## src/common/cpu_isa_pkg.sv

```systemverilog
package cpu_isa_pkg;

    localparam int num_int = 5;  // VBlank, LCD, timer, serial, joypad

    typedef logic [2:0]         m_cycle_t;
    typedef logic [num_int-1:0] int_mask_t;

    ///////////////////////////////////////////////////////////////////////
    // Opcodes kept by this core
    ///////////////////////////////////////////////////////////////////////
    localparam logic [7:0] op_nop     = 8'h00;
    localparam logic [7:0] op_ld_a_n  = 8'h3e;
    localparam logic [7:0] op_ldh_n_a = 8'he0;
    localparam logic [7:0] op_jp_nn   = 8'hc3;
    localparam logic [7:0] op_di      = 8'hf3;
    localparam logic [7:0] op_ei      = 8'hfb;
    localparam logic [7:0] op_halt    = 8'h76;
    localparam logic [7:0] op_stop    = 8'h10;

    // Vector table, 0040 for bit 0 up to 0060 for bit 4
    localparam logic [15:0] int_vector_base = 16'h0040;
    localparam logic [7:0]  int_vector_step = 8'h08;

endpackage

```

## src/common/cpu_bus_pkg.sv

```systemverilog
package cpu_bus_pkg;

    ///////////////////////////////////////////////////////////////////////
    // Bus widths
    ///////////////////////////////////////////////////////////////////////
    typedef logic [15:0] addr_t;
    typedef logic [7:0]  data_t;

    // Four clocks per machine cycle
    typedef enum logic [1:0] {
        T0 = 2'd0,  // Address setup
        T1 = 2'd1,
        T2 = 2'd2,  // Data sample or drive
        T3 = 2'd3   // Bus idle
    } t_state_e;

    typedef enum logic [1:0] {
        IDLE  = 2'b00,
        FETCH = 2'b01,
        WRITE = 2'b10,
        READ  = 2'b11
    } bus_op_e;

    typedef enum logic [1:0] {
        PC            = 2'd0,
        IMM           = 2'd1,
        IMM_HIGH_PAGE = 2'd2  // FF00 + low immediate byte
    } ab_src_e;

    typedef enum logic {
        ACC     = 1'b0,
        IMM_LOW = 1'b1
    } db_src_e;

    localparam data_t high_page = 8'hff;

endpackage
```

## src/design/cpu_top.sv

```systemverilog
`timescale 1ns/100ps

module cpu_top (
    input  logic                   clk,
    input  logic                   rst,
    output logic                   phi,
    output cpu_bus_pkg::addr_t     addr,
    output cpu_bus_pkg::data_t     dout,
    input  cpu_bus_pkg::data_t     din,
    output logic                   rd,
    output logic                   wr,
    input  cpu_isa_pkg::int_mask_t int_en,
    input  cpu_isa_pkg::int_mask_t int_flags_in,
    output cpu_isa_pkg::int_mask_t int_flags_out,
    input  cpu_bus_pkg::data_t     key_in,
    output logic                   done
);
    import cpu_bus_pkg::*;
    import cpu_isa_pkg::*;

    t_state_e t_state;
    m_cycle_t m_cycle;
    bus_op_e  bus_op;
    ab_src_e  ab_src;
    db_src_e  db_src;
    data_t    opcode;
    data_t    wdata;
    addr_t    imm;
    addr_t    bus_addr;
    addr_t    int_vector;
    logic     pc_inc;
    logic     pc_load;
    logic     acc_load;
    logic     ime_set;
    logic     ime_clr;
    logic     halt;
    logic     stop;
    logic     int_dispatch;
    logic     wake;

    bus_unit i_bus_unit (
        .clk      (clk),
        .rst      (rst),
        .bus_op   (bus_op),
        .m_cycle  (m_cycle),
        .bus_addr (bus_addr),
        .wdata    (wdata),
        .din      (din),
        .t_state  (t_state),
        .opcode   (opcode),
        .imm      (imm),
        .addr     (addr),
        .dout     (dout),
        .rd       (rd),
        .wr       (wr),
        .phi      (phi)
    );

    control i_control (
        .clk          (clk),
        .rst          (rst),
        .t_state      (t_state),
        .opcode       (opcode),
        .int_dispatch (int_dispatch),
        .wake         (wake),
        .m_cycle      (m_cycle),
        .bus_op       (bus_op),
        .ab_src       (ab_src),
        .db_src       (db_src),
        .pc_inc       (pc_inc),
        .pc_load      (pc_load),
        .acc_load     (acc_load),
        .ime_set      (ime_set),
        .ime_clr      (ime_clr),
        .halt         (halt),
        .stop         (stop),
        .done         (done)
    );

    datapath i_datapath (
        .clk          (clk),
        .rst          (rst),
        .t_state      (t_state),
        .pc_inc       (pc_inc),
        .pc_load      (pc_load),
        .acc_load     (acc_load),
        .int_dispatch (int_dispatch),
        .int_vector   (int_vector),
        .imm          (imm),
        .ab_src       (ab_src),
        .db_src       (db_src),
        .bus_addr     (bus_addr),
        .wdata        (wdata)
    );

    interrupt_unit i_interrupt_unit (
        .clk           (clk),
        .rst           (rst),
        .t_state       (t_state),
        .bus_op        (bus_op),
        .int_en        (int_en),
        .int_flags_in  (int_flags_in),
        .ime_set       (ime_set),
        .ime_clr       (ime_clr),
        .halt          (halt),
        .stop          (stop),
        .key_in        (key_in),
        .int_dispatch  (int_dispatch),
        .int_vector    (int_vector),
        .int_flags_out (int_flags_out),
        .wake          (wake)
    );

endmodule

```

## src/design/interrupt_unit.sv

```systemverilog
`timescale 1ns/100ps

module interrupt_unit (
    input  logic                   clk,
    input  logic                   rst,
    input  cpu_bus_pkg::t_state_e  t_state,
    input  cpu_bus_pkg::bus_op_e   bus_op,
    input  cpu_isa_pkg::int_mask_t int_en,
    input  cpu_isa_pkg::int_mask_t int_flags_in,
    input  logic                   ime_set,
    input  logic                   ime_clr,
    input  logic                   halt,
    input  logic                   stop,
    input  cpu_bus_pkg::data_t     key_in,
    output logic                   int_dispatch,
    output cpu_bus_pkg::addr_t     int_vector,
    output cpu_isa_pkg::int_mask_t int_flags_out,
    output logic                   wake
);
    import cpu_bus_pkg::*;
    import cpu_isa_pkg::*;

    logic      ime;
    int_mask_t pending;
    int_mask_t win_onehot;
    int_mask_t win_q;  // Bit being serviced
    addr_t     win_vec;
    logic      dispatch_set;
    logic      dispatch_end;
    logic      wake_next;

    assign pending = int_flags_in & int_en & {num_int{ime}};

    // Lowest index has priority
    always_comb begin
        win_onehot = '0;
        win_vec    = int_vector_base;
        for (int i = num_int - 1; i >= 0; i--) begin
            if (pending[i]) begin
                win_onehot    = '0;
                win_onehot[i] = 1'b1;
                win_vec       = int_vector_base + addr_t'(i) * addr_t'(int_vector_step);
            end
        end
    end

    assign dispatch_set = (t_state == T2) && (bus_op == FETCH) && (pending != '0)
                          && !int_dispatch;
    assign dispatch_end = int_dispatch && (t_state == T3) && (bus_op == IDLE);

    ///////////////////////////////////////////////////////////////////////
    // IME and dispatch flag
    ///////////////////////////////////////////////////////////////////////
    always_ff @(posedge clk or posedge rst) begin
        if (rst) begin
            ime          <= 1'b0;
            int_dispatch <= 1'b0;
        end else begin
            if (ime_clr || dispatch_set)
                ime <= 1'b0;
            else if (ime_set)
                ime <= 1'b1;  // No one-instruction delay
            if (dispatch_set)
                int_dispatch <= 1'b1;
            else if (dispatch_end)
                int_dispatch <= 1'b0;
        end
    end

    // Winner held until the idle cycle loads PC
    always_ff @(posedge clk) begin
        if (dispatch_set) begin
            win_q      <= win_onehot;
            int_vector <= win_vec;
        end
    end

    assign int_flags_out = dispatch_end ? (int_flags_in & ~win_q) : int_flags_in;

    // IME plays no part in waking
    assign wake_next = (halt && (int_flags_in & int_en) != '0)
                       || (stop && ((int_flags_in & int_en) != '0 || key_in != '0));

    always_ff @(posedge clk or posedge rst) begin
        if (rst)
            wake <= 1'b0;
        else
            wake <= wake_next;
    end

endmodule

```

## src/design/datapath.sv

```systemverilog
`timescale 1ns/100ps

module datapath (
    input  logic                  clk,
    input  logic                  rst,
    input  cpu_bus_pkg::t_state_e t_state,
    input  logic                  pc_inc,
    input  logic                  pc_load,
    input  logic                  acc_load,
    input  logic                  int_dispatch,
    input  cpu_bus_pkg::addr_t    int_vector,
    input  cpu_bus_pkg::addr_t    imm,
    input  cpu_bus_pkg::ab_src_e  ab_src,
    input  cpu_bus_pkg::db_src_e  db_src,
    output cpu_bus_pkg::addr_t    bus_addr,
    output cpu_bus_pkg::data_t    wdata
);
    import cpu_bus_pkg::*;

    addr_t pc;
    data_t acc;

    // Program counter
    always_ff @(posedge clk or posedge rst) begin
        if (rst)
            pc <= '0;
        else if (pc_inc && t_state == T1)
            pc <= pc + 16'd1;  // After the address is latched at T0
        else if (pc_load && t_state == T3)
            pc <= int_dispatch ? int_vector : imm;
    end

    always_ff @(posedge clk) begin
        if (acc_load && t_state == T3)
            acc <= imm[7:0];
    end

    ///////////////////////////////////////////////////////////////////////
    // Bus source selection
    ///////////////////////////////////////////////////////////////////////
    always_comb begin
        case (ab_src)
            PC:            bus_addr = pc;
            IMM:           bus_addr = imm;
            IMM_HIGH_PAGE: bus_addr = {high_page, imm[7:0]};  // LDH page
            default:       bus_addr = pc;
        endcase
    end

    assign wdata = (db_src == ACC) ? acc : imm[7:0];

endmodule

```

## src/control/control.sv

```systemverilog
`timescale 1ns/100ps

module control (
    input  logic                  clk,
    input  logic                  rst,
    input  cpu_bus_pkg::t_state_e t_state,
    input  cpu_bus_pkg::data_t    opcode,
    input  logic                  int_dispatch,
    input  logic                  wake,
    output cpu_isa_pkg::m_cycle_t m_cycle,
    output cpu_bus_pkg::bus_op_e  bus_op,
    output cpu_bus_pkg::ab_src_e  ab_src,
    output cpu_bus_pkg::db_src_e  db_src,
    output logic                  pc_inc,
    output logic                  pc_load,
    output logic                  acc_load,
    output logic                  ime_set,
    output logic                  ime_clr,
    output logic                  halt,
    output logic                  stop,
    output logic                  done
);
    import cpu_bus_pkg::*;
    import cpu_isa_pkg::*;

    logic next;
    logic inc_req;
    logic load_req;
    logic acc_req;
    logic set_req;
    logic clr_req;
    logic halt_req;
    logic stop_req;

    ///////////////////////////////////////////////////////////////////////
    // Decode per M-cycle
    ///////////////////////////////////////////////////////////////////////
    always_comb begin
        bus_op   = IDLE;
        ab_src   = PC;
        db_src   = ACC;
        next     = 1'b0;
        inc_req  = 1'b0;
        load_req = 1'b0;
        acc_req  = 1'b0;
        set_req  = 1'b0;
        clr_req  = 1'b0;
        halt_req = 1'b0;
        stop_req = 1'b0;
        if (m_cycle == 3'd0) begin
            if (!halt && !stop) begin
                bus_op  = FETCH;
                inc_req = 1'b1;
                // Opcode is only valid from T3 on
                if (int_dispatch)
                    next = 1'b1;  // Fetched byte is dropped
                else begin
                    case (opcode)
                        op_ld_a_n, op_ldh_n_a, op_jp_nn: next = 1'b1;
                        op_di:   clr_req  = 1'b1;
                        op_ei:   set_req  = 1'b1;
                        op_halt: halt_req = 1'b1;
                        op_stop: stop_req = 1'b1;
                        default: ;  // NOP and unknown opcodes
                    endcase
                end
            end
        end else if (int_dispatch) begin
            load_req = 1'b1;  // Idle cycle, PC takes the vector
        end else begin
            case (opcode)
                op_ld_a_n: begin
                    bus_op  = READ;
                    inc_req = 1'b1;
                    acc_req = 1'b1;
                end
                op_ldh_n_a: begin
                    if (m_cycle == 3'd1) begin
                        bus_op  = READ;
                        inc_req = 1'b1;
                        next    = 1'b1;
                    end else begin
                        bus_op = WRITE;
                        ab_src = IMM_HIGH_PAGE;
                    end
                end
                op_jp_nn: begin
                    if (m_cycle != 3'd3) begin  // Low then high byte
                        bus_op  = READ;
                        inc_req = 1'b1;
                        next    = 1'b1;
                    end else
                        load_req = 1'b1;
                end
                default: ;
            endcase
        end
    end

    // Strobes act only in their own T-state
    assign pc_inc   = inc_req  && (t_state == T1);
    assign pc_load  = load_req && (t_state == T3);
    assign acc_load = acc_req  && (t_state == T3);
    assign ime_set  = set_req  && (t_state == T3);
    assign ime_clr  = clr_req  && (t_state == T3);

    ///////////////////////////////////////////////////////////////////////
    // M-cycle counter and low power state
    ///////////////////////////////////////////////////////////////////////
    always_ff @(posedge clk or posedge rst) begin
        if (rst) begin
            m_cycle <= '0;
            halt    <= 1'b0;
            stop    <= 1'b0;
        end else if (t_state == T3) begin
            m_cycle <= next ? m_cycle + 3'd1 : 3'd0;
            if (halt || stop) begin
                if (wake) begin  // Resume fetch at the next PC
                    halt <= 1'b0;
                    stop <= 1'b0;
                end
            end else begin
                halt <= halt_req;
                stop <= stop_req;
            end
        end
    end

    always_ff @(posedge clk or posedge rst) begin
        if (rst)
            done <= 1'b0;
        else
            done <= halt | stop;
    end

endmodule

```

## src/design/bus_unit.sv

```systemverilog
`timescale 1ns/100ps

module bus_unit (
    input  logic                  clk,
    input  logic                  rst,
    input  cpu_bus_pkg::bus_op_e  bus_op,
    input  cpu_isa_pkg::m_cycle_t m_cycle,
    input  cpu_bus_pkg::addr_t    bus_addr,
    input  cpu_bus_pkg::data_t    wdata,
    input  cpu_bus_pkg::data_t    din,
    output cpu_bus_pkg::t_state_e t_state,
    output cpu_bus_pkg::data_t    opcode,
    output cpu_bus_pkg::addr_t    imm,
    output cpu_bus_pkg::addr_t    addr,
    output cpu_bus_pkg::data_t    dout,
    output logic                  rd,
    output logic                  wr,
    output logic                  phi
);
    import cpu_bus_pkg::*;

    // Free-running T-state counter
    always_ff @(posedge clk or posedge rst) begin
        if (rst)
            t_state <= T0;
        else
            t_state <= t_state_e'(t_state + 2'd1);
    end

    ///////////////////////////////////////////////////////////////////////
    // Bus cycle driver
    ///////////////////////////////////////////////////////////////////////
    always_ff @(posedge clk or posedge rst) begin
        if (rst) begin
            addr   <= '0;
            dout   <= '0;
            rd     <= 1'b0;
            wr     <= 1'b0;
            phi    <= 1'b1;
            opcode <= '0;  // Decodes as NOP
        end else begin
            case (t_state)
                T0: begin
                    addr <= bus_addr;
                    rd   <= (bus_op == FETCH) || (bus_op == READ);
                end
                T1: begin
                    phi <= 1'b0;  // Low through T2 and T3
                end
                T2: begin
                    if (bus_op == FETCH)
                        opcode <= din;
                    if (bus_op == WRITE) begin
                        wr   <= 1'b1;
                        dout <= wdata;
                    end
                    rd <= 1'b0;
                end
                T3: begin
                    wr   <= 1'b0;
                    dout <= '0;
                    phi  <= 1'b1;  // High again for next T0
                end
            endcase
        end
    end

    // Immediate bytes of the current instruction
    always_ff @(posedge clk) begin
        if (t_state == T2 && bus_op == READ) begin
            if (m_cycle == 3'd1)
                imm[7:0] <= din;
            else if (m_cycle == 3'd2)
                imm[15:8] <= din;
        end
    end

endmodule

```

## config.mk

```make
export PLATFORM = sky130hd
export DESIGN_NAME = cpu_top
export DESIGN_NICKNAME = d
export VERILOG_FILES = /design/src/common/cpu_isa_pkg.sv /design/src/common/cpu_bus_pkg.sv /design/src/design/cpu_top.sv /design/src/design/interrupt_unit.sv /design/src/design/datapath.sv /design/src/control/control.sv /design/src/design/bus_unit.sv
export SDC_FILE = /design/constraint.sdc
export NUM_CORES = 1
export LEC_CHECK = 0
export BUFFER_PORTS_ARGS = -buffer_cell sky130_fd_sc_hd__buf_4
export CAP_MARGIN = 40
export CORE_MARGIN = 2
export CORE_UTILIZATION = 35
export DETAILED_ROUTE_END_ITERATION = 7
export GPL_ROUTABILITY_DRIVEN = 0
export PLACE_DENSITY = 0.57
export SYNTH_ARGS = -nofsm -noshare
export SYNTH_HDL_FRONTEND = slang
export SYNTH_SLANG_ARGS = --single-unit
```

## constraint.sdc

```tcl
create_clock -name clk -period 7.45 [get_ports clk]
set_input_delay 1.49 -clock clk [delete_from_list [all_inputs] [get_ports clk]]
set_output_delay 1.49 -clock clk [all_outputs]
set_load 0.01 [all_outputs]
```

==> results.toml <==
[timing]
worstMarginPinSlew_ns = 0.819
hold_ws_ns = 0.476
timing.setup.tns_ns = 0
fin_crit_ns = 3.94
fin_crit_sh_pct = 52.8
relSlewSlack_pct = 45.2
fmaxAchievable_mhz = 254
setup_violations = 0
hold_violations = 0
layout_setup_ws_ns = 3.51
fin_worst_skew_ns = 0.00769
drv_slew = 0
rsz0062_at_grt = "false"

[synthesis]
synth_fp_nets = 412
synth_cell_types = 56
syn-cell-area_um2 = 4360
synth_ff_type = "dfrtp_1"
syn_inst = 374
synth-edff-count = 31
syn_avg_cell_area_um2 = 11.7
ys_ff_latch = 93
yosys_warnings = 0
synthArstFlopShare_pct = 66.7
ys_seq_area_share_pct = 56.9

[clock_tree]
cts.sinks = 93
htree_num_levels = 3
cts_tree = "yes"
clock_latency_ns = 0.34
clkSlewWorstSetupHoldPaths_ns = 0.07
clockRootBuffer = "clkbuf_16"
cts_buffer_depth = 2
cts_buffers = 9
post_cts_buffers = 0
postCtsResizedCells = 0
hold_buffers = 0

[final_layout]
finish.utilization_pct = 43.8
drive_gt1_share_pct = 24.4
fill_cells = 1173
areaGrowthSynthToFinish_pct = 21.5
insertedDiodeCount = 0
fin_nets = 476

[drt]
vias_per_cell = 5.36
wl_um = 10100
vias = 3278
post-route-drc-count = 0
firstDrtPassIters = 5
wl_per_cell_um = 16.5
ant_nets = 0
drt_iter0_markers = 300

[hold_path]
hold_class = "reg -> reg"

[run_status]
status = "finished clean"

[critical_path]
cp_num_buf_inv = 2
cpPeakStageDelay_ns = 0.67
slowest_stage = "nor3_1"
cp_top_family = "simple AND/OR/NAND/NOR gates"
end_kind = "output pin"
critPathMaxFanout = 13
crit_arrival_ns = 2.45
cp-start-kind = "register"
crit_path_cell_trace = "ha_1 > inv_1 > nor3_1 > a21boi_0 > buf_4"
critPathKind = "reg -> out"
cp_data_required_time_ns = 5.96

[power]
p_per_area_nw_per_um2 = 353
power.leakage_nw = 2.17
vdd_ir_drop_max_uv = 162

[placement]
pre_cts_slack_ns = 3.84
port_buffers = 60
dpl.hpwl_um = 7390

[die]
rows = 40
core_area_um2 = 12100
ios = 61
die_area_um2 = 13400
start_util_pct = 36.0
fp.dieH_um = 116
fp.dieW_um = 116

[global_routing]
antenna_found_initial = 0
grt_pass1_wl_um = 16600
grt_pass1_vias = 3040
grtUsageTotal_pct = 16.2
grt_max_degree = 63
grt_overflow_total = 0

[flow_run]
cap_violations = 0
final timing paths:
kind / from / end / slack, ns / depth (start not counted)
setup / recovery: i_bus_unit.t_state[0] / int_flags_out[0] / 3.51 / 5
hold reg to reg: i_datapath.acc[6] / i_bus_unit.dout[6] / 0.48 / 1
setup reg to reg: i_interrupt_unit.int_dispatch / i_bus_unit.imm[6] / 4.37 / 5
max in group asynchronous: rst / i_interrupt_unit.ime / 5.57 / 3
hold / removal: i_datapath.acc[6] / i_bus_unit.dout[6] / 0.48 / 1
min in group asynchronous: rst / i_bus_unit.addr[11] / 1.38 / 3
cell usage after synthesis, types with 3 or more instances:
| master | count | share of area [%] |
|---|---|---|
| dfrtp_1 | 61 | 35 |
| nor4_1 | 5 | 0.72 |
| nor2b_1 | 3 | 0.43 |
| nand2_1 | 17 | 1.5 |
| or2_2 | 4 | 0.57 |
| nor2_1 | 37 | 3.2 |
| a221oi_1 | 3 | 0.60 |
| and2_1 | 3 | 0.43 |
| a21boi_0 | 5 | 0.86 |
| a21o_1 | 3 | 0.52 |
| nor3_1 | 8 | 0.92 |
| clkbuf_1 | 9 | 0.77 |
| a31oi_1 | 7 | 1.0 |
| a32o_1 | 3 | 0.69 |
| a22o_1 | 7 | 1.4 |
| a311oi_1 | 4 | 0.80 |
| mux2_2 | 8 | 2.1 |
| o21ai_0 | 5 | 0.57 |
| nand3_1 | 9 | 1.0 |
| a211oi_1 | 9 | 1.5 |
| nand4_1 | 9 | 1.3 |
| edfxtp_1 | 31 | 21 |
| inv_1 | 16 | 1.4 |
| a21oi_1 | 32 | 3.7 |
| and4_1 | 6 | 1.2 |
| and3_1 | 7 | 1.0 |
| ha_1 | 10 | 2.9 |
| mux2i_1 | 14 | 3.2 |
placed cells by master, fill, tap and decap left out, drive strengths merged, types with 3 or more instances in the layout:
cell / synthesis / layout
ha: 10 / 10
a221oi: 4 / 4
mux2i: 14 / 14
a21o: 3 / 3
edfxtp: 31 / 31
a32o: 3 / 3
or2: 4 / 4
nor2: 37 / 37
inv: 16 / 20
clkbuf: 9 / 9
nor3: 9 / 9
o21ai: 5 / 5
nor4: 5 / 5
nor4b: 3 / 3
and2: 3 / 3
nor2b: 3 / 3
a21boi: 5 / 5
a21oi: 32 / 32
nand2: 17 / 17
nand3: 9 / 9
dfrtp: 61 / 61
a22o: 7 / 7
a311oi: 5 / 5
buf: 6 / 68
and4: 6 / 6
and3: 7 / 7
a31oi: 7 / 7
a211oi: 9 / 9
mux2: 8 / 8
nand4: 9 / 9
final cells by class:
cell class | count | area (um2) | share of cell area [%]
well taps | 168 | 210 | 3.97
clock inverters | 7 | 55.1 | 1.04
repair buffers | 68 | 523 | 9.87
multi-input cells | 250 | 1740 | 32.9
flip-flops and latches | 93 | 2480 | 46.9
inverters | 16 | 60.1 | 1.13
clock buffers | 9 | 225 | 4.25
report_power, final:
group	total (mW)	internal, mW	switching, mW
registers	0.802	0.658	0.144
logic	0.638	0.304	0.334
clock network	0.430	0.230	0.200
total	1.87	1.19	0.678
registers in the layout, summed over array words and instances (netlist names), 2 cells and up:
signal,cells
i_datapath.acc,8
i_control.m_cycle,3
i_interrupt_unit.int_vector,3
i_bus_unit.imm,16
i_bus_unit.opcode,8
i_datapath.pc,16
i_bus_unit.t_state,2
i_bus_unit.addr,16
i_interrupt_unit.win_q,4
i_bus_unit.dout,8
through the flow:
step / area, um2 / instances / power [mW]
floorplan: 4360 / 374 / 1.24
detailed placement: 5020 / 595 / 1.45
global route: 5300 / 611 / 2.00
CTS: 5300 / 611 / 1.88
global placement: 4970 / 590 / 1.41
finish: 5300 / 611 / 1.87
cell families (layout without fill, tap and decap cells):
| kind of cell | Yosys count | in the layout | share of synthesized area, % |
|---|---|---|---|
| and+or+nand+nor | 121 | 121 | 15.7 |
| AOI/OAI and AO/OA | 97 | 97 | 16.1 |
| DFF | 93 | 93 | 56.9 |
| buffers and inverters | 31 | 100 | 3.15 |
| adders and majority gates | 10 | 10 | 2.87 |
| muxes | 22 | 22 | 5.28 |
layer usage:
layer / vias to the layer above / part of all wire [%] / GRT usage [%]
met4: 0 / 1.1 / 4.29
li1: 1560 / - / -
met1: 1585 / 48 / 23.6
met5: - / 0 / 0
met3: 10 / 6.5 / 3.71
met2: 123 / 45 / 24.4
No activity file was read; power rests on OpenSTA's default activity.
